===== src/design/video_pkg.sv =====
package video_pkg;

    // Palette index inside one layer, zero is transparent
    typedef logic [3:0] pxl_t;

    // Beam position
    typedef struct packed {
        logic [8:0] hdump;
        logic [8:0] vdump;
    } pos_t;

    // Graphics ROM row request
    typedef struct packed {
        logic        cs;
        logic [13:0] addr;  // Code times 8 plus row
    } rom_req_t;

    // Final colour
    typedef struct packed {
        logic [3:0] red;
        logic [3:0] green;
        logic [3:0] blue;
    } rgb_t;

endpackage


===== src/design/bus_pkg.sv =====
package bus_pkg;

    // Wishbone classic, driven by the master
    typedef struct packed {
        logic        cyc;
        logic        stb;
        logic        we;
        logic [10:0] adr;
        logic [7:0]  dat;
    } wb_req_t;

    typedef struct packed {
        logic       ack;
        logic [7:0] dat;  // Zero when not acking
    } wb_rsp_t;

    // Address map
    localparam logic [10:0] TILE_BASE = 11'h000;  // 1024 bytes of tile codes
    localparam logic [10:0] SPR_BASE  = 11'h400;  // 8 sprites, 4 bytes each
    localparam logic [10:0] PAL_BASE  = 11'h500;  // 32 entries, 2 bytes each

endpackage


===== src/design/color_mixer.sv =====
module color_mixer (
    input  logic             clk,
    input  logic             rst,
    input  logic             pxl_cen,
    input  bus_pkg::wb_req_t bus,
    output bus_pkg::wb_rsp_t bus_rsp,
    input  video_pkg::pxl_t  tile_pxl,
    input  video_pkg::pxl_t  spr_pxl,
    input  logic             lhbl,
    input  logic             lvbl,
    output video_pkg::rgb_t  rgb,
    output logic             lhbl_dly,
    output logic             lvbl_dly
);
    logic [7:0] pal_ram [64];
    logic       ack;
    logic [7:0] wb_dat;
    logic [4:0] pal_idx;   // Upper half serves sprites
    logic       lhbl1, lvbl1;
    logic [7:0] pal_lo;    // Green and red
    logic [7:0] pal_hi;    // Blue in the low nibble

    always_ff @(posedge clk) begin
        if (rst) begin
            ack     <= 1'b0;
            pal_ram <= '{default: 8'd0};
        end else begin
            ack <= bus.cyc && bus.stb && !ack;
            if (bus.cyc && bus.stb && bus.we && !ack) begin
                pal_ram[bus.adr[5:0]] <= bus.dat;
            end
        end
    end

    always_ff @(posedge clk) begin
        wb_dat <= pal_ram[bus.adr[5:0]];
    end

    assign bus_rsp.ack = ack;
    assign bus_rsp.dat = ack ? wb_dat : 8'd0;

    assign pal_lo = pal_ram[{pal_idx, 1'b0}];
    assign pal_hi = pal_ram[{pal_idx, 1'b1}];

    always_ff @(posedge clk) begin
        if (pxl_cen) begin
            if (spr_pxl != 4'd0) begin
                pal_idx <= {1'b1, spr_pxl};
            end else begin
                pal_idx <= {1'b0, tile_pxl};
            end
        end
    end

    always_ff @(posedge clk) begin
        if (rst) begin
            lhbl1    <= 1'b0;
            lvbl1    <= 1'b0;
            lhbl_dly <= 1'b0;
            lvbl_dly <= 1'b0;
            rgb      <= '0;
        end else if (pxl_cen) begin
            lhbl1    <= lhbl;
            lvbl1    <= lvbl;
            lhbl_dly <= lhbl1;
            lvbl_dly <= lvbl1;
            if (lhbl1 && lvbl1) begin
                rgb <= '{red: pal_lo[3:0], green: pal_lo[7:4], blue: pal_hi[3:0]};
            end else begin
                rgb <= '0;  // Black in blanking
            end
        end
    end

endmodule


===== config.mk =====
export PLATFORM = sky130hd
export DESIGN_NAME = color_mixer
export DESIGN_NICKNAME = d
export VERILOG_FILES = /design/src/design/video_pkg.sv /design/src/design/bus_pkg.sv /design/src/design/color_mixer.sv
export SDC_FILE = /design/constraint.sdc
export NUM_CORES = 1
export LEC_CHECK = 0
export BUFFER_PORTS_ARGS = -buffer_cell sky130_fd_sc_hd__clkbuf_2
export CORE_MARGIN = 5
export CORE_UTILIZATION = 40
export CTS_CLUSTER_SIZE = 14
export DETAILED_ROUTE_END_ITERATION = 7
export PLACE_DENSITY = 0.61
export SLEW_MARGIN = 15
export SYNTH_ARGS = -nofsm -noshare
export SYNTH_HDL_FRONTEND = slang
export SYNTH_SLANG_ARGS = --single-unit

===== constraint.sdc =====
create_clock -name clk -period 2.6 [get_ports clk]
set_input_delay 0.26 -clock clk [delete_from_list [all_inputs] [get_ports clk]]
set_output_delay 0.26 -clock clk [all_outputs]
set_load 0.01 [all_outputs]

==> flow_summary.json <==
{
  "status": "completed",
  "setup_viol": 0,
  "portBuffers": 52,
  "drive_above_1_share_pct": 18.89,
  "start_util_pct": 40.22,
  "syn_inst": 3051,
  "fin_skew_ps": 27.33,
  "antenna_found_initial": 4,
  "crit_slowest_cell": "nor2_1",
  "ys_seq_elements": 542,
  "synth.cell_area_um2": 26960,
  "place_congestion": 0.9534,
  "maxCapViolCount": 0,
  "p_total_mw": 18.67,
  "cp.arrival_ps": 3000,
  "cts-root-buf": "clkbuf_16",
  "clock_sinks": 542,
  "grtUsageTotal_pct": 28.74,
  "areaGrowthSynthToFinish_pct": 16.49,
  "cp-start-kind": "flop",
  "ys_types": 60,
  "hpwl_mm": 72.55,
  "placed_area_um2": 29290,
  "cp.required_ps": 3150,
  "worstMarginPinSlew_ps": 1205,
  "synth_edf_count": 5,
  "ys_warn_count": 0,
  "cp-end-kind": "flop",
  "cts_made_buffers": 59,
  "grt_pass1_vias": 24390,
  "wl_per_cell_um": 27.32,
  "drtIter0Drc": 3865,
  "synth_top_area_share_pct": 39.87,
  "reg2reg_depth": 5,
  "final_cell_area_um2": 31410,
  "holdWs_ps": 119.4,
  "r2r_start": "ack",
  "syn-num-nets": 3086,
  "r2r_slack_ps": 140,
  "yosysTopAreaCell": "dfxtp_1",
  "core_um2": 67040,
  "finalCritPeriodShare_pct": 94.45,
  "slew_headroom_pct": 19.69,
  "dp_cells": 3886,
  "leakage_nw": 10.47,
  "path_cells": "and4b_1 > nand3_2 > nor2_1 > nand2_1 > a21oi_1",
  "via_per_inst": 6.436,
  "synth_seq_area_share_pct": 40.43,
  "grt_max_degree": 215,
  "synth_most_common_cell": "dfxtp_1",
  "synth_area_leaders": "dfxtp_1, mux4_2, a21oi_1, mux2i_1, nand2_1",
  "worstHoldStart": "bus[3]",
  "worstSetupPathType": "reg2reg",
  "num_vias": 25830,
  "rsz0062_at_grt": "no",
  "max_freq_mhz": 407.2,
  "slew_violations": 0,
  "min_path_cells": 4,
  "ant_nets": 0,
  "cp_max_fo": 8,
  "ys_async_sr_fraction_pct": 0,
  "worstHoldEndpoint": "pal_ram[459]",
  "htree_levels": 2,
  "die_width_um": 269.6,
  "hp-class": "in2reg",
  "io_pins": 58,
  "yosys-top-cells-count": "dfxtp_1, nand2_1, a21oi_1, nand3_1, clkbuf_1",
  "peakVddDrop_mv": 0.5633,
  "grt_pass1_wl_mm": 162.4,
  "synthFlopType": "dfxtp_1",
  "ctsResizeCount": 0,
  "clkTransAtPathRegs_ps": 70,
  "slowest_delay_ps": 760,
  "die_h_um": 269.6,
  "instances_no_fill": 4013,
  "period_minus_slack_ps": 2456,
  "tritoncts": "done",
  "r2r-end": "pal_ram[378]",
  "nNetsFinal": 3123,
  "power_density_nw_per_um2": 594.5,
  "floorplan.rows": 95,
  "design.die.area_um2": 72690,
  "grt_remaining_overflow": 0,
  "clock_latency_ps": 640,
  "synth_area_per_cell_um2": 8.837,
  "finalWirelength_mm": 109.7,
  "drt_first_pass_iters": 6,
  "drcViolationCount": 0,
  "cts.path.max_buffers": 3,
  "hold_viol": 0
}
## metal layers
layer / global-route usage [%] / vias to the layer above / share of wire, %
met3: 6.508 / 284 / 11
met2: 43.99 / 1686 / 44
met1: 39.05 / 12720 / 39
met4: 12.79 / 4 / 5.2
met5: 0 / - / 0.021
li1: - / 11130 / -
## what timing repair did
item / 4_1_cts / 5_1_grt
hold endpoints to repair: 24 / 0
endpoints found under the setup margin: 0 / 0
hold buffers: 14 / 0
buffers inserted: 0 / 0
## layout by cell type (no fill, tap or decap), types with 10 or more instances in the layout
master	count
clkinv_2	12
and2_1	13
clkbuf_2	48
nor2_2	11
clkbuf_8	14
buf_4	187
nor2_1	142
buf_12	44
nand3_1	265
o211ai_1	11
mux4_2	144
o22ai_1	34
mux2_2	46
dlygate4sd3_1	14
clkbuf_1	19
dfxtp_1	537
nand2_1	491
mux2i_1	198
o221ai_1	10
clkbuf_16	59
o21ai_0	180
a22oi_1	37
a221oi_1	25
a21oi_1	446
a221o_1	21
## how the worst max path moves through the flow
stage / from / to / slack (ps)
3_3_place_gp: bus[9] / pal_ram[41] / 20
6_report: ack / pal_ram[378] / 140
3_5_place_dp: bus[9] / pal_ram[43] / -30
4_1_cts: pal_idx[0] / rgb[3] / 190
2_1_floorplan: pal_idx[1] / rgb[7] / 510
5_1_grt: ack / pal_ram[378] / 30
## final cells by class
type / instances / area, µm²
inverter: 7 / 26.28
timing repair buffer: 295 / 2694
tap: 873 / 1092
multi-input combinational: 2183 / 14720
antenna: 1 / 2.502
clock buffer: 91 / 1727
clock inverter: 21 / 245.2
fill: 6356 / 35630
sequential: 542 / 10900
## power by group
part	switching [mW]	internal [mW]	leakage [nW]
Sequential	0.0291	8.35	4.37
Clock	3.62	5.06	0.978
Combinational	1.10	0.517	5.12
## registers in the layout, indices dropped and copies added, names as in the netlist
| signal | count |
|---|---|
| lhbl_dly | 1 |
| pal_ram | 512 |
| lvbl1 | 1 |
| lvbl_dly | 1 |
| pal_idx | 5 |
| rgb | 12 |
| wb_dat | 8 |
| lhbl1 | 1 |
| ack | 1 |
## logic make-up after synthesis
kind of cell | count (synthesis) | synth area share [%]
muxes | 389 | 21.34
DFF | 542 | 40.43
AOI/OAI and AO/OA | 812 | 17.19
and+or+nand+nor | 982 | 15.86
buffers and inverters | 326 | 5.179
## stage by stage
stage               util, %  setup slack [ps]  TNS (ps)
finish                46.85             144.2         0
global route          46.85             26.93         0
CTS                   46.85             187.6         0
detailed placement    43.70            -34.63    -239.2
global placement      43.70             20.56         0
floorplan                 -             505.5         0
## worst max-delay path: cells and delay by family, from the launching register on
kind | cells | cell delay (ps)
AO/OA/AOI/OAI | 1 | 180
AND/OR/NAND/NOR | 4 | 1840
flip-flops | 1 | 330
(Power assumes the default switching activity.)
