===== src/design/video_pkg.sv =====
package video_pkg;

    // Palette index inside one layer, zero is transparent
    typedef logic [3:0] pxl_t;

    // Beam position
    typedef struct packed {
        logic [8:0] hdump;
        logic [8:0] vdump;
    } pos_t;

    // Graphics ROM row request
    typedef struct packed {
        logic        cs;
        logic [13:0] addr;  // Code times 8 plus row
    } rom_req_t;

    // Final colour
    typedef struct packed {
        logic [3:0] red;
        logic [3:0] green;
        logic [3:0] blue;
    } rgb_t;

endpackage


===== src/design/bus_pkg.sv =====
package bus_pkg;

    // Wishbone classic, driven by the master
    typedef struct packed {
        logic        cyc;
        logic        stb;
        logic        we;
        logic [10:0] adr;
        logic [7:0]  dat;
    } wb_req_t;

    typedef struct packed {
        logic       ack;
        logic [7:0] dat;  // Zero when not acking
    } wb_rsp_t;

    // Address map
    localparam logic [10:0] TILE_BASE = 11'h000;  // 1024 bytes of tile codes
    localparam logic [10:0] SPR_BASE  = 11'h400;  // 8 sprites, 4 bytes each
    localparam logic [10:0] PAL_BASE  = 11'h500;  // 32 entries, 2 bytes each

endpackage


===== src/design/sprite_layer.sv =====
module sprite_layer #(
    parameter int H_ACTIVE = 256
) (
    input  logic                clk,
    input  logic                rst,
    input  logic                pxl_cen,
    input  bus_pkg::wb_req_t    bus,
    output bus_pkg::wb_rsp_t    bus_rsp,
    input  video_pkg::pos_t     pos,
    input  logic                lhbl,
    input  logic                hinit,
    output video_pkg::rom_req_t rom,
    input  logic [31:0]         rom_data,
    input  logic                rom_ok,
    output video_pkg::pxl_t     pxl
);
    localparam logic [1:0] ST_IDLE  = 2'd0;
    localparam logic [1:0] ST_SCAN  = 2'd1;
    localparam logic [1:0] ST_FETCH = 2'd2;
    localparam logic [1:0] ST_DRAW  = 2'd3;

    logic [7:0]  attr_ram [32];  // y, x, code, unused per entry
    logic [3:0]  lbuf [512];     // Two line halves
    logic        ack;
    logic [7:0]  wb_dat;

    logic [1:0]  st;
    logic [2:0]  idx;
    logic [2:0]  cnt;
    logic        half;           // Half being displayed
    logic        lhbl_l;
    logic [7:0]  spr_y, spr_x, spr_code;
    logic [7:0]  dy;
    logic        hit;
    logic [7:0]  xs;
    logic [31:0] row;
    logic [8:0]  draw_x;
    logic        draw_we;

    always_ff @(posedge clk) begin
        if (rst) begin
            ack <= 1'b0;
        end else begin
            ack <= bus.cyc && bus.stb && !ack;
        end
    end

    always_ff @(posedge clk) begin
        if (bus.cyc && bus.stb && bus.we && !ack) begin
            attr_ram[bus.adr[4:0]] <= bus.dat;
        end
        wb_dat <= attr_ram[bus.adr[4:0]];
    end

    assign bus_rsp.ack = ack;
    assign bus_rsp.dat = ack ? wb_dat : 8'd0;

    always_comb begin
        spr_y    = attr_ram[{idx, 2'd0}];
        spr_x    = attr_ram[{idx, 2'd1}];
        spr_code = attr_ram[{idx, 2'd2}];
        dy       = pos.vdump[7:0] + 8'd1 - spr_y;  // Row inside the sprite on the next line
        hit      = dy[7:3] == 5'd0;
        draw_x   = {1'b0, xs} + {6'd0, cnt};
        draw_we  = st == ST_DRAW && row[3:0] != 4'd0 && draw_x < 9'(H_ACTIVE);
    end

    always_ff @(posedge clk) begin
        if (rst) begin
            st     <= ST_IDLE;
            idx    <= 3'd0;
            cnt    <= 3'd0;
            half   <= 1'b0;
            lhbl_l <= 1'b1;
            rom    <= '0;
        end else begin
            lhbl_l <= lhbl;
            if (pxl_cen && hinit) begin
                half   <= ~half;   // Drawn half goes on screen
                st     <= ST_IDLE; // Unfinished scans are dropped
                rom.cs <= 1'b0;
            end else begin
                case (st)
                    ST_IDLE: if (lhbl_l && !lhbl) begin
                        idx <= 3'd0;
                        st  <= ST_SCAN;
                    end
                    ST_SCAN: if (hit) begin
                        rom.cs   <= 1'b1;
                        rom.addr <= {3'd0, spr_code, dy[2:0]};
                        xs       <= spr_x;
                        st       <= ST_FETCH;
                    end else if (idx == 3'd7) begin
                        st <= ST_IDLE;
                    end else begin
                        idx <= idx + 3'd1;
                    end
                    ST_FETCH: if (rom_ok) begin
                        rom.cs <= 1'b0;
                        row    <= rom_data;
                        cnt    <= 3'd0;
                        st     <= ST_DRAW;
                    end
                    default: begin  // One pixel per clock
                        row <= row >> 4;
                        cnt <= cnt + 3'd1;
                        if (cnt == 3'd7) begin
                            idx <= idx + 3'd1;
                            st  <= (idx == 3'd7) ? ST_IDLE : ST_SCAN;
                        end
                    end
                endcase
            end
        end
    end

    // Clear behind the beam, draw into the other half
    always_ff @(posedge clk) begin
        if (pxl_cen && lhbl) begin
            lbuf[{half, pos.hdump[7:0]}] <= 4'd0;
        end else if (draw_we) begin
            lbuf[{~half, draw_x[7:0]}] <= row[3:0];
        end
    end

    assign pxl = lhbl ? lbuf[{half, pos.hdump[7:0]}] : 4'd0;

endmodule


===== config.mk =====
export PLATFORM = sky130hd
export DESIGN_NAME = sprite_layer
export DESIGN_NICKNAME = d
export VERILOG_FILES = /design/src/design/video_pkg.sv /design/src/design/bus_pkg.sv /design/src/design/sprite_layer.sv
export SDC_FILE = /design/constraint.sdc
export NUM_CORES = 2
export LEC_CHECK = 0
export ABC_CLOCK_PERIOD_IN_PS = 13200
export BUFFER_PORTS_ARGS = -buffer_cell sky130_fd_sc_hd__buf_4
export CAP_MARGIN = 20
export CORE_ASPECT_RATIO = 1.1
export CORE_MARGIN = 4
export CORE_UTILIZATION = 45
export DETAILED_ROUTE_END_ITERATION = 6
export HOLD_SLACK_MARGIN = 0.15
export MAX_ROUTING_LAYER = met4
export SLEW_MARGIN = 10
export SYNTH_ARGS = -nofsm -noshare
export SYNTH_HDL_FRONTEND = slang
export SYNTH_SLANG_ARGS = --single-unit

===== constraint.sdc =====
create_clock -name clk -period 13.2 [get_ports clk]
set_clock_uncertainty 0.1 [all_clocks]
set_input_delay 2.64 -clock clk [delete_from_list [all_inputs] [get_ports clk]]
set_output_delay 2.64 -clock clk [all_outputs]
set_load 0.01 [all_outputs]

==> impl_metrics.json <==
{
  "min_path_type": "reg2reg",
  "synth-edff-count": 2344,
  "crit_chain": "buf_4 -> buf_4 -> inv_2 -> nor2_4 -> buf_12 -> a221oi_1 -> o21ai_0 -> o21ai_0 -> o31ai_1 -> buf_4",
  "final_max_slew_viol_count": 0,
  "fmax_mhz": 97.93,
  "area_growth_pct": 11.81,
  "hold-worst-slack_ns": 0.3755,
  "peakVddDrop_mv": 0.1195,
  "ys_warn_count": 0,
  "core_area_um2": 211300,
  "io_pins": 106,
  "netlist_instances": 4823,
  "ys_seq_area_share_pct": 74.38,
  "hold_buffers": 0,
  "min_period_ns": 10.21,
  "tritoncts": "done",
  "cts_setup_buffers": 0,
  "grt_max_degree": 210,
  "end_kind": "output pin",
  "die_h_um": 491.3,
  "grt_pass1_wl_um": 351500,
  "setup_viol": 0,
  "worst-path-max-fanout": 63,
  "fin_ws_ns": 2.988,
  "synth_area_um2": 95540,
  "cts_repair_resize_count": 0,
  "ys_ff_latch": 2378,
  "start_util_pct": 45.22,
  "ant_nets": 0,
  "vias": 47770,
  "routedWlPerCell_um": 30.77,
  "critical_path_required_ns": 10.46,
  "worst_pin_slew_ns": 1.254,
  "vias_per_cell": 6.028,
  "first_iter_violations": 5479,
  "antenna_found_initial": 5,
  "die_area_um2": 219800,
  "synth.distinct_cells": 70,
  "synth-async-reset-ratio_pct": 0,
  "hold_viol": 0,
  "cp_slowest_cell": "o21ai_0",
  "crit_path_start_kind": "primary input",
  "cp_common_cell": "buf_4",
  "cts_buffer_depth": 3,
  "clkTransAtPathRegs_ns": 0.06,
  "io_buffers": 94,
  "slew_headroom_pct": 14.23,
  "p_leak_nw": 38.28,
  "synth_top_area_share_pct": 73.67,
  "fin_setup_tns_ns": 0,
  "drc_errors": 0,
  "status": "completed",
  "cts_root_buf": "clkbuf_16",
  "routed_wl_um": 243900,
  "slowest_delay_ns": 1.00,
  "worstPathArrival_ns": 7.47,
  "pre_cts_ws_ns": 3.339,
  "h-tree-depth": 4,
  "dp_hpwl_um": 145500,
  "grt_remaining_overflow": 0,
  "dr.pass1.iters": 5,
  "period_share_pct": 77.36,
  "yosys.area.top_type": "edfxtp_1",
  "powerDensity_nw_per_um2": 143.6,
  "die_x_um": 447.3,
  "rsz0062_at_grt": "no",
  "clk_latency_ns": 0.87,
  "grt_pass1_vias": 48670,
  "grt_usage_pct": 22.85,
  "ys.flop_type": "edfxtp_1",
  "synth.area.top_cells": "edfxtp_1 (74%), mux4_2 (14%), nor2_1 (2.4%)",
  "final_nets": 5053,
  "rows": 177,
  "post_synth.cell_area_avg_um2": 19.81,
  "cts_sinks": 2378,
  "place.gp.congestion": 0.8648,
  "numCtsBuffers": 234,
  "crit_type": "in2out",
  "final_layout_size_suffix_gt1_share_pct": 23.93,
  "drv_cap": 0
}
[worst paths after layout]
check	slack, ns	to	start	depth (start not counted)
max reg2reg	7.92	xs[3]	flop	16
min reg2reg	0.38	rom[2]	rom[2]	2
min	0.38	rom[2]	rom[2]	2
max	2.99	pxl[3]	pos[12]	10
[routing by layer]
metal	share of wire [%]	GRT usage, %
met1	39	30.28
met2	50	36.79
met3	7.7	3.683
met4	3.1	6.810
met5	0	-
[area by class of cell]
type	instances	area (µm²)
fillers	16970	104500
flip-flops and latches	2378	71070
multi-input cells	2114	22750
clock buffers	280	6113
well taps	2774	3471
repair buffers	208	1797
clock inverters	152	1559
inverters	17	63.81
diodes	2	5.005
[worst max-delay path, delay by kind of cell]
kind / cells / cell delay [ns]
and+or+nand+nor: 1 / 0.21
buffers and inverters: 5 / 1.81
AOI/OAI and AO/OA: 4 / 2.64
[synthesized netlist by cell type (22+ instances only)]
cell type / n
dfxtp_1: 34
and2_1: 22
buf_2: 108
o21ai_0: 45
a21oi_1: 71
mux2i_1: 173
mux4_2: 577
a22oi_1: 87
nor2_1: 608
a22o_1: 24
a221oi_1: 38
buf_4: 26
mux2_2: 56
clkbuf_1: 108
nand2_1: 127
buf_1: 25
buf_6: 32
o221ai_1: 23
edfxtp_1: 2344
nor3_1: 29
[flip-flops by register name, summed over array words and instances, names as in the netlist, named ones only]
name      count
lhbl_l        1
ack           1
half          1
row          32
rom          12
st            2
lbuf       2048
wb_dat        8
cnt           3
attr_ram    256
idx           3
xs            8
[where the power goes]
| group | internal [mW] | total, mW | switching (mW) |
|---|---|---|---|
| clock network | 3.84 | 6.67 | 2.83 |
| registers | 8.19 | 8.19 | 0.00504 |
| logic | 0.166 | 0.487 | 0.321 |
[kinds of logic (layout without fill, tap and decap cells)]
family / count (synthesis) / after routing / share of synthesized area, %
mux: 825 / 825 / 16.60
xor+xnor: 11 / 11 / 0.1008
simple gates: 873 / 873 / 3.774
compound gates: 380 / 380 / 2.827
buf+inv: 333 / 657 / 2.010
flops: 2378 / 2378 / 74.38
other cells: 1 / 5 / 0.003925
fa+ha+maj: 22 / 22 / 0.3038
[per-stage QoR]
| step | instances | cell area (µm²) | power (mW) | util (%) |
|---|---|---|---|---|
| global route | 7924 | 106800 | 15.79 | 50.56 |
| global placement | 7476 | 98980 | 8.838 | 46.85 |
| detailed placement | 7481 | 99040 | 8.840 | 46.87 |
| CTS | 7913 | 106700 | 15.44 | 50.51 |
| floorplan | 4825 | 95550 | 8.653 | - |
| finish | 7925 | 106800 | 15.34 | 50.56 |
[placed cells by master (no fill, tap or decap), drive strengths merged, types with 24 or more instances in the layout]
cell / count
a21oi: 71
mux2: 56
mux4: 596
nor2: 611
edfxtp: 2344
o21ai: 46
clkinv: 109
nand2: 127
bufinv: 28
clkbuf: 282
buf: 206
nor3: 29
dfxtp: 34
mux2i: 173
a22o: 24
a22oi: 87
a221oi: 38
No activity file was read; power rests on OpenSTA's default activity.
