===== src/design/video_pkg.sv =====
package video_pkg;

    // Palette index inside one layer, zero is transparent
    typedef logic [3:0] pxl_t;

    // Beam position
    typedef struct packed {
        logic [8:0] hdump;
        logic [8:0] vdump;
    } pos_t;

    // Graphics ROM row request
    typedef struct packed {
        logic        cs;
        logic [13:0] addr;  // Code times 8 plus row
    } rom_req_t;

    // Final colour
    typedef struct packed {
        logic [3:0] red;
        logic [3:0] green;
        logic [3:0] blue;
    } rgb_t;

endpackage


===== src/design/video_timer.sv =====
module video_timer #(
    parameter int H_ACTIVE = 256,
    parameter int H_TOTAL  = 384,
    parameter int V_ACTIVE = 224,
    parameter int V_TOTAL  = 264
) (
    input  logic            clk,
    input  logic            rst,
    input  logic            pxl_cen,
    output video_pkg::pos_t pos,
    output logic            lhbl,
    output logic            lvbl,
    output logic            hs,
    output logic            vs,
    output logic            hinit
);
    localparam logic [8:0] HS_START = 9'(H_ACTIVE + 16);
    localparam logic [8:0] HS_END   = 9'(H_ACTIVE + 48);
    localparam logic [8:0] VS_START = 9'(V_ACTIVE + 4);
    localparam logic [8:0] VS_END   = 9'(V_ACTIVE + 8);

    logic [8:0] hnext;
    logic [8:0] vnext;

    always_comb begin
        hnext = (pos.hdump == 9'(H_TOTAL - 1)) ? 9'd0 : pos.hdump + 9'd1;
        vnext = pos.vdump;
        if (hnext == 9'd0) begin  // Line wrap steps the vertical count
            vnext = (pos.vdump == 9'(V_TOTAL - 1)) ? 9'd0 : pos.vdump + 9'd1;
        end
    end

    // Flags are computed from the next position so they line up with pos
    always_ff @(posedge clk) begin
        if (rst) begin
            pos   <= '0;
            lhbl  <= 1'b1;
            lvbl  <= 1'b1;
            hs    <= 1'b0;
            vs    <= 1'b0;
            hinit <= 1'b0;
        end else if (pxl_cen) begin
            pos.hdump <= hnext;
            pos.vdump <= vnext;
            lhbl      <= hnext < 9'(H_ACTIVE);
            lvbl      <= vnext < 9'(V_ACTIVE);
            hs        <= hnext >= HS_START && hnext < HS_END;
            vs        <= vnext >= VS_START && vnext < VS_END;
            // Qualifies the enable that brings hdump to zero
            hinit     <= hnext == 9'(H_TOTAL - 1);
        end
    end

endmodule


===== config.mk =====
export PLATFORM = sky130hd
export DESIGN_NAME = video_timer
export DESIGN_NICKNAME = d
export VERILOG_FILES = /design/src/design/video_pkg.sv /design/src/design/video_timer.sv
export SDC_FILE = /design/constraint.sdc
export NUM_CORES = 1
export LEC_CHECK = 0
export BUFFER_PORTS_ARGS = -buffer_cell sky130_fd_sc_hd__buf_4
export CAP_MARGIN = 5
export CORE_ASPECT_RATIO = 0.75
export CORE_MARGIN = 1
export CORE_UTILIZATION = 45
export DETAILED_ROUTE_END_ITERATION = 7
export PLACE_DENSITY = 0.77
export SYNTH_ARGS = -nofsm -noshare
export SYNTH_HDL_FRONTEND = slang
export SYNTH_SLANG_ARGS = --single-unit

===== constraint.sdc =====
create_clock -name clk -period 2.2 [get_ports clk]
set_input_delay 0.11 -clock clk [delete_from_list [all_inputs] [get_ports clk]]
set_output_delay 0.11 -clock clk [all_outputs]
set_load 0.01 [all_outputs]

==> results of run 1 <==
-- layer usage --
layer	routed length, um	up-vias
met5	0	-
met1	2270	857
met3	460	12
met2	2300	91
met4	89	0
li1	-	846
-- logic make-up (layout without fill, tap and decap cells) --
kind of cell	count (synthesis)	after routing	synth area share
AND/OR/NAND/NOR	87	87	0.317
AO/OA/AOI/OAI	54	54	0.245
flip-flops	23	23	0.300
buffers and inverters	21	84	0.0628
XOR/XNOR	8	8	0.0457
adder cells (fa/ha/maj)	2	2	0.0163
multiplexers	2	2	0.0131
-- sequential cells by signal, indices dropped and copies added, names as in the netlist --
register	flops
hinit	1
vs	1
lhbl	1
lvbl	1
pos	18
hs	1
-- stage by stage --
step | worst slack [ns] | instances | setup TNS, ns | hold slack, ns
detailed placement | -0.0680 | 281 | -0.0794 | 0.447
global placement | -0.00412 | 281 | -0.00492 | 0.444
global route | -0.129 | 298 | -0.663 | 0.182
floorplan | -0.0480 | 197 | -0.0945 | 0.269
CTS | -0.00605 | 292 | -0.00605 | 0.163
finish | -0.0559 | 298 | -0.0839 | 0.164
-- path summary, 6_finish.rpt --
path               start     end  slack (ns)  depth (start not counted)
hold / removal       rst  pos[0]        0.16                          2
setup / recovery  pos[9]      vs       -0.06                          8
setup reg to reg  pos[9]      vs       -0.06                          8
hold reg to reg       hs      hs        0.47                          2
-- report_power, final --
part,internal (mW),total [mW],switching (mW)
Combinational,0.0699,0.143,0.0735
Sequential,0.422,0.430,0.00814
Clock,0.127,0.269,0.142
Total,0.619,0.842,0.223
-- cell usage in the layout (no fill, tap or decap), types with 2 or more instances in the layout --
cell / Yosys / final
buf_4: 3 / 69
nand2_1: 19 / 16
nand4_1: 5 / 5
xnor2_1: 3 / 2
dfxtp_4: 0 / 3
xor2_1: 5 / 5
nor3_4: 1 / 2
o21ai_0: 10 / 8
nor3_1: 5 / 4
buf_6: 0 / 4
nand2b_1: 3 / 2
nand3_1: 8 / 8
o22ai_1: 2 / 2
mux2i_1: 2 / 2
a21oi_2: 0 / 2
dfxtp_1: 23 / 14
nor4_2: 0 / 2
inv_1: 7 / 7
o21a_1: 3 / 3
clkbuf_8: 0 / 3
nand2_4: 0 / 2
a21oi_1: 15 / 12
nor2_1: 19 / 19
o21ai_1: 1 / 2
a31oi_1: 4 / 4
and3_1: 4 / 4
nor4_1: 4 / 2
nand2_2: 1 / 2
dfxtp_2: 0 / 6
and2_1: 3 / 2
-- cells in the mapped netlist, types with 2 or more instances --
library cell	n	area [sq um]
nand2_1	19	71.3
xnor2_1	3	26.3
and2_1	3	18.8
nand2b_1	3	18.8
buf_2	4	20.0
xor2_1	5	43.8
buf_4	3	22.5
a21oi_1	15	75.1
nor3_1	5	25.0
nand4_1	5	31.3
nand3_1	8	40.0
nor2_1	19	71.3
clkbuf_1	6	22.5
ha_1	2	25.0
inv_1	7	26.3
and3_1	4	25.0
o21a_1	3	22.5
a31oi_1	4	25.0
nor4_1	4	25.0
mux2i_1	2	20.0
o21ai_0	10	50.1
dfxtp_1	23	460
o22ai_1	2	12.5
a21boi_0	2	15.0
-- area by class of cell --
cell class / count / area (sq um)
clock buffer: 3 / 41.3
clock inverter: 1 / 5.00
fill: 216 / 767
inverter: 7 / 26.3
multi-input combinational: 153 / 1150
sequential: 23 / 479
tap: 38 / 47.5
timing repair buffer: 73 / 563
-- repair_timing --
item / in CTS / in global routing
resized for setup: 19 / 20
hold endpoints to repair: 0 / 0
pin swaps: 12 / 16
endpoints found under the setup margin: 4 / 10
buffers inserted: 7 / 7
==> results.json, run 1 <==
{
  "via_per_inst": 6.06,
  "fp.coreArea_sq_um": 3080,
  "crit_buf_inv": 0,
  "final-hold-violation-count": 0,
  "slew_headroom": 0.687,
  "rsz0062_at_grt": "true",
  "antenna_found_initial": 0,
  "hold_path_class": "input port to flop",
  "layout-drive-gt1-share": 0.442,
  "wl_per_cell_um": 17.2,
  "clkTransAtPathRegs_ns": 0.08,
  "nNetsFinal": 266,
  "yosysSeqAreaShare": 0.300,
  "die-area_sq_um": 3650,
  "firstDrtPassIters": 4,
  "synth_seq_cells": 23,
  "drv_cap": 0,
  "worstPathRequired_ns": 2.37,
  "start_util": 0.497,
  "synth_cell_types": 60,
  "finalWirelength_um": 5120,
  "cts.htree.levels": 1,
  "hpwlAfterDp_um": 3010,
  "slew_viol_final": 0,
  "routabilityCongestion": 0.928,
  "syn_nets": 202,
  "drt_iter0_markers": 120,
  "path_class": "flop to flop",
  "ir_drop_v": 0.000354,
  "ctsLongestPathBuffers": 2,
  "netlist_instances": 197,
  "timing.final.crit_share": 1.03,
  "grt_pass1_wl_um": 7420,
  "setup_slack_ns": -0.0559,
  "grt_max_degree": 22,
  "drtAntennaViolNets": 0,
  "max_stage_delay_ns": 0.45,
  "critical_path.top_delay_family": "compound AO/OA/AOI/OAI gates",
  "grt-ovfl-total": 0,
  "violations": "setup timing",
  "use_met2": 0.409,
  "grtUsageMet1": 0.369,
  "status": "finished with violations",
  "setup_violations": 5,
  "avgSynthCellArea_sq_um": 7.79,
  "crit_chain": "ha_4 > or2b_1 > a21oi_2 > o21ai_4 > or3_4 > o311ai_4 > a2111oi_4 > a31o_1",
  "synth_flop_cell": "dfxtp_1",
  "io_buffers": 25,
  "arrival_ns": 2.43,
  "top_usage_layer": "met2",
  "timing.fmax_mhz": 443,
  "vias": 1806,
  "use_met3": 0.0635,
  "cp_slowest_cell": "or3_4",
  "antenna_cells": 0,
  "p_total_uw": 842,
  "period_needed_ns": 2.26,
  "fin_util": 0.751,
  "dpl_cell_area_sq_um": 2000,
  "critPathLaunchType": "flop",
  "worstSetupEndpointType": "flop",
  "yosysWarningCount": 0,
  "synthArstFlopShare": 0,
  "final_area_sq_um": 2320,
  "areaGrowthSynthToFinish_pct": 51.1,
  "cp_max_fo": 4,
  "cts_tree": "done",
  "cts-root-buf": "clkbuf_8",
  "final.setup_skew_ns": 0.00202,
  "io_pins": 26,
  "power_per_cell_area_nw_per_um2": 363,
  "worst_slew_pin_slew_ns": 0.463,
  "die_x_um": 69.4,
  "rows": 17,
  "drc": 0,
  "synth.cell_area_sq_um": 1530,
  "grt_use_total": 0.260,
  "cts.sinks": 23,
  "die_h_um": 52.6,
  "cts_hold_buf": 0,
  "cts_buffers": 3,
  "p_leak_nw": 0.953,
  "synth_edf_count": 0,
  "grt_pass1_vias": 1510,
  "clk-insertion-delay-late_ns": 0.27
}
No activity file was read; power rests on OpenSTA's default activity.
==> inputs of run 2 (changes only) <==
--- a/config.mk
+++ b/config.mk
@@ -9,9 +9,9 @@
 export CAP_MARGIN = 5
 export CORE_ASPECT_RATIO = 0.75
 export CORE_MARGIN = 1
-export CORE_UTILIZATION = 45
+export CORE_UTILIZATION = 50
 export DETAILED_ROUTE_END_ITERATION = 7
-export PLACE_DENSITY = 0.77
+export PLACE_DENSITY_LB_ADDON = 0.1
 export SYNTH_ARGS = -nofsm -noshare
 export SYNTH_HDL_FRONTEND = slang
 export SYNTH_SLANG_ARGS = --single-unit
==> results.json, run 2 (synthesis results as in run 1) <==
{
  "cellInternalPower_uw": 626,
  "routabilityCongestion": 0.974,
  "io_pins": 26,
  "largest_register": "pos",
  "grt_pass1_vias": 1609,
  "max_stage_delay_ns": 0.43,
  "final-hold-violation-count": 0,
  "crit_chain": "ha_4 > or2b_1 > a21oi_2 > o21ai_2 > buf_4 > nor3_4 > buf_4 > a21oi_1 > o21a_1 > o21ai_0",
  "drtAntennaViolNets": 0,
  "post-place-ws_ns": -0.0899,
  "cts.sinks": 23,
  "mostFrequentLayoutCell": "buf_4",
  "cts-root-buf": "clkbuf_8",
  "die-area_sq_um": 3300,
  "p_seq_frac": 0.506,
  "crit_buf_inv": 2,
  "timing.fmax_mhz": 434,
  "setup_slack_ns": -0.105,
  "rsz0062_at_grt": "true",
  "period_needed_ns": 2.31,
  "die_x_um": 66.0,
  "final.setup_skew_ns": 0.00942,
  "start_util": 0.523,
  "hold_path_class": "input port to flop",
  "nNetsFinal": 265,
  "grt-ovfl-total": 0,
  "grt_pass1_wl_um": 7850,
  "worstSetupEndpointType": "flop",
  "slew_headroom": 0.667,
  "critical_path.top_delay_family": "compound AO/OA/AOI/OAI gates",
  "cp_max_fo": 5,
  "drv_cap": 0,
  "antenna_found_initial": 0,
  "vias": 1818,
  "slew_viol_final": 0,
  "hpwlAfterDp_um": 3370,
  "areaGrowthSynthToFinish_pct": 50.2,
  "cts_hold_buf": 0,
  "via_per_inst": 6.12,
  "timing.final.crit_share": 1.05,
  "pwr-share-clk": 0.319,
  "power_switching_uw": 229,
  "drt_iter0_markers": 257,
  "arrival_ns": 2.48,
  "worst_slew_pin_slew_ns": 0.500,
  "violations": "setup timing",
  "cts.htree.levels": 1,
  "p_total_uw": 854,
  "p_comb_frac": 0.175,
  "wl_per_cell_um": 17.3,
  "layout-drive-gt1-share": 0.440,
  "setup_violations": 7,
  "worstPathRequired_ns": 2.37,
  "status": "finished with violations",
  "ir_drop_v": 0.000333,
  "critPathLaunchType": "flop",
  "mostFrequentLayoutCells": "buf_4 (67), nor2_1 (19), nand2_1 (16), dfxtp_1 (15)",
  "final_area_sq_um": 2300,
  "clk-insertion-delay-late_ns": 0.27,
  "firstDrtPassIters": 5,
  "rrSetupSlack_ns": -0.11,
  "die_h_um": 50.0,
  "switching_share": 0.268,
  "finalWirelength_um": 5140,
  "antenna_cells": 0,
  "cts_tree": "done",
  "clkTransAtPathRegs_ns": 0.09,
  "p_leak_nw": 0.925,
  "drc": 0,
  "grt_max_degree": 22,
  "power_per_cell_area_nw_per_um2": 371,
  "io_buffers": 25,
  "fp.coreArea_sq_um": 2940,
  "path_class": "flop to flop",
  "largest_reg_flops": 18,
  "cp_slowest_cell": "dfxtp_4",
  "cts_buffers": 3,
  "dpl_cell_area_sq_um": 1990,
  "path_common_cell": "buf_4",
  "ctsLongestPathBuffers": 2,
  "rows": 17,
  "grt_use_total": 0.315
}
==> run 2: changes by cell type in the layout (fill, tap and decap cells not counted), moves of 2 or more <==
cell	delta
o21ai_0	+2
a21oi_1	-2
buf_4	-2
a21oi_2	+3
nand2_4	-2
buf_12	+2
==> run 2: power groups by stage <==
stage	sequential [mW]	clock [mW]	combinational, mW
final	0.432	0.272	0.150
after global routing	0.433	0.293	0.158
after CTS	0.432	0.277	0.131
after detailed placement	0.439	0	0.106
after global placement	0.438	0	0.103
after floorplan	0.443	0	0.0561
==> run 2: per-stage QoR <==
step                      instances  TNS [ns]  hold WS (ns)  utilization
final                           297    -0.411         0.181        0.785
after global placement          280         0         0.443        0.679
after global routing            297    -0.820         0.178        0.785
after detailed placement        280    -0.287         0.452        0.679
after CTS                       293   -0.0132         0.172        0.752
after floorplan                 197   -0.0945         0.269            -
==> run 2: worst paths after layout <==
kind                            cells after the start  endpoint     from
worst max-delay path                               10      lvbl  pos[10]
worst min-delay path                                2    pos[6]      rst
worst max register to register                     10      lvbl  pos[10]
worst min register to register                      2     hinit    hinit
==> run 2: layout make-up <==
type	count	area, sq um
Fill cell	192	632
Sequential cell	23	478
Multi-Input combinational cell	153	1130
Inverter	7	26.3
Timing Repair Buffer	72	577
Tap cell	38	47.5
Clock buffer	4	45.0
==> run 2: what timing repair did <==
action,in CTS,in global routing
pin swaps,9,12
setup endpoints to repair,6,10
gates resized for setup,17,15
setup buffers,9,4
==> run 2: per-layer routing <==
| metal | wire length, um | vias up | global-route usage |
|---|---|---|---|
| met2 | 2300 | 111 | 0.478 |
| met3 | 489 | 11 | 0.0579 |
| li1 | - | 846 | - |
| met1 | 2290 | 850 | 0.455 |
| met4 | 59 | 0 | 0.0745 |
| met5 | 0 | - | 0 |
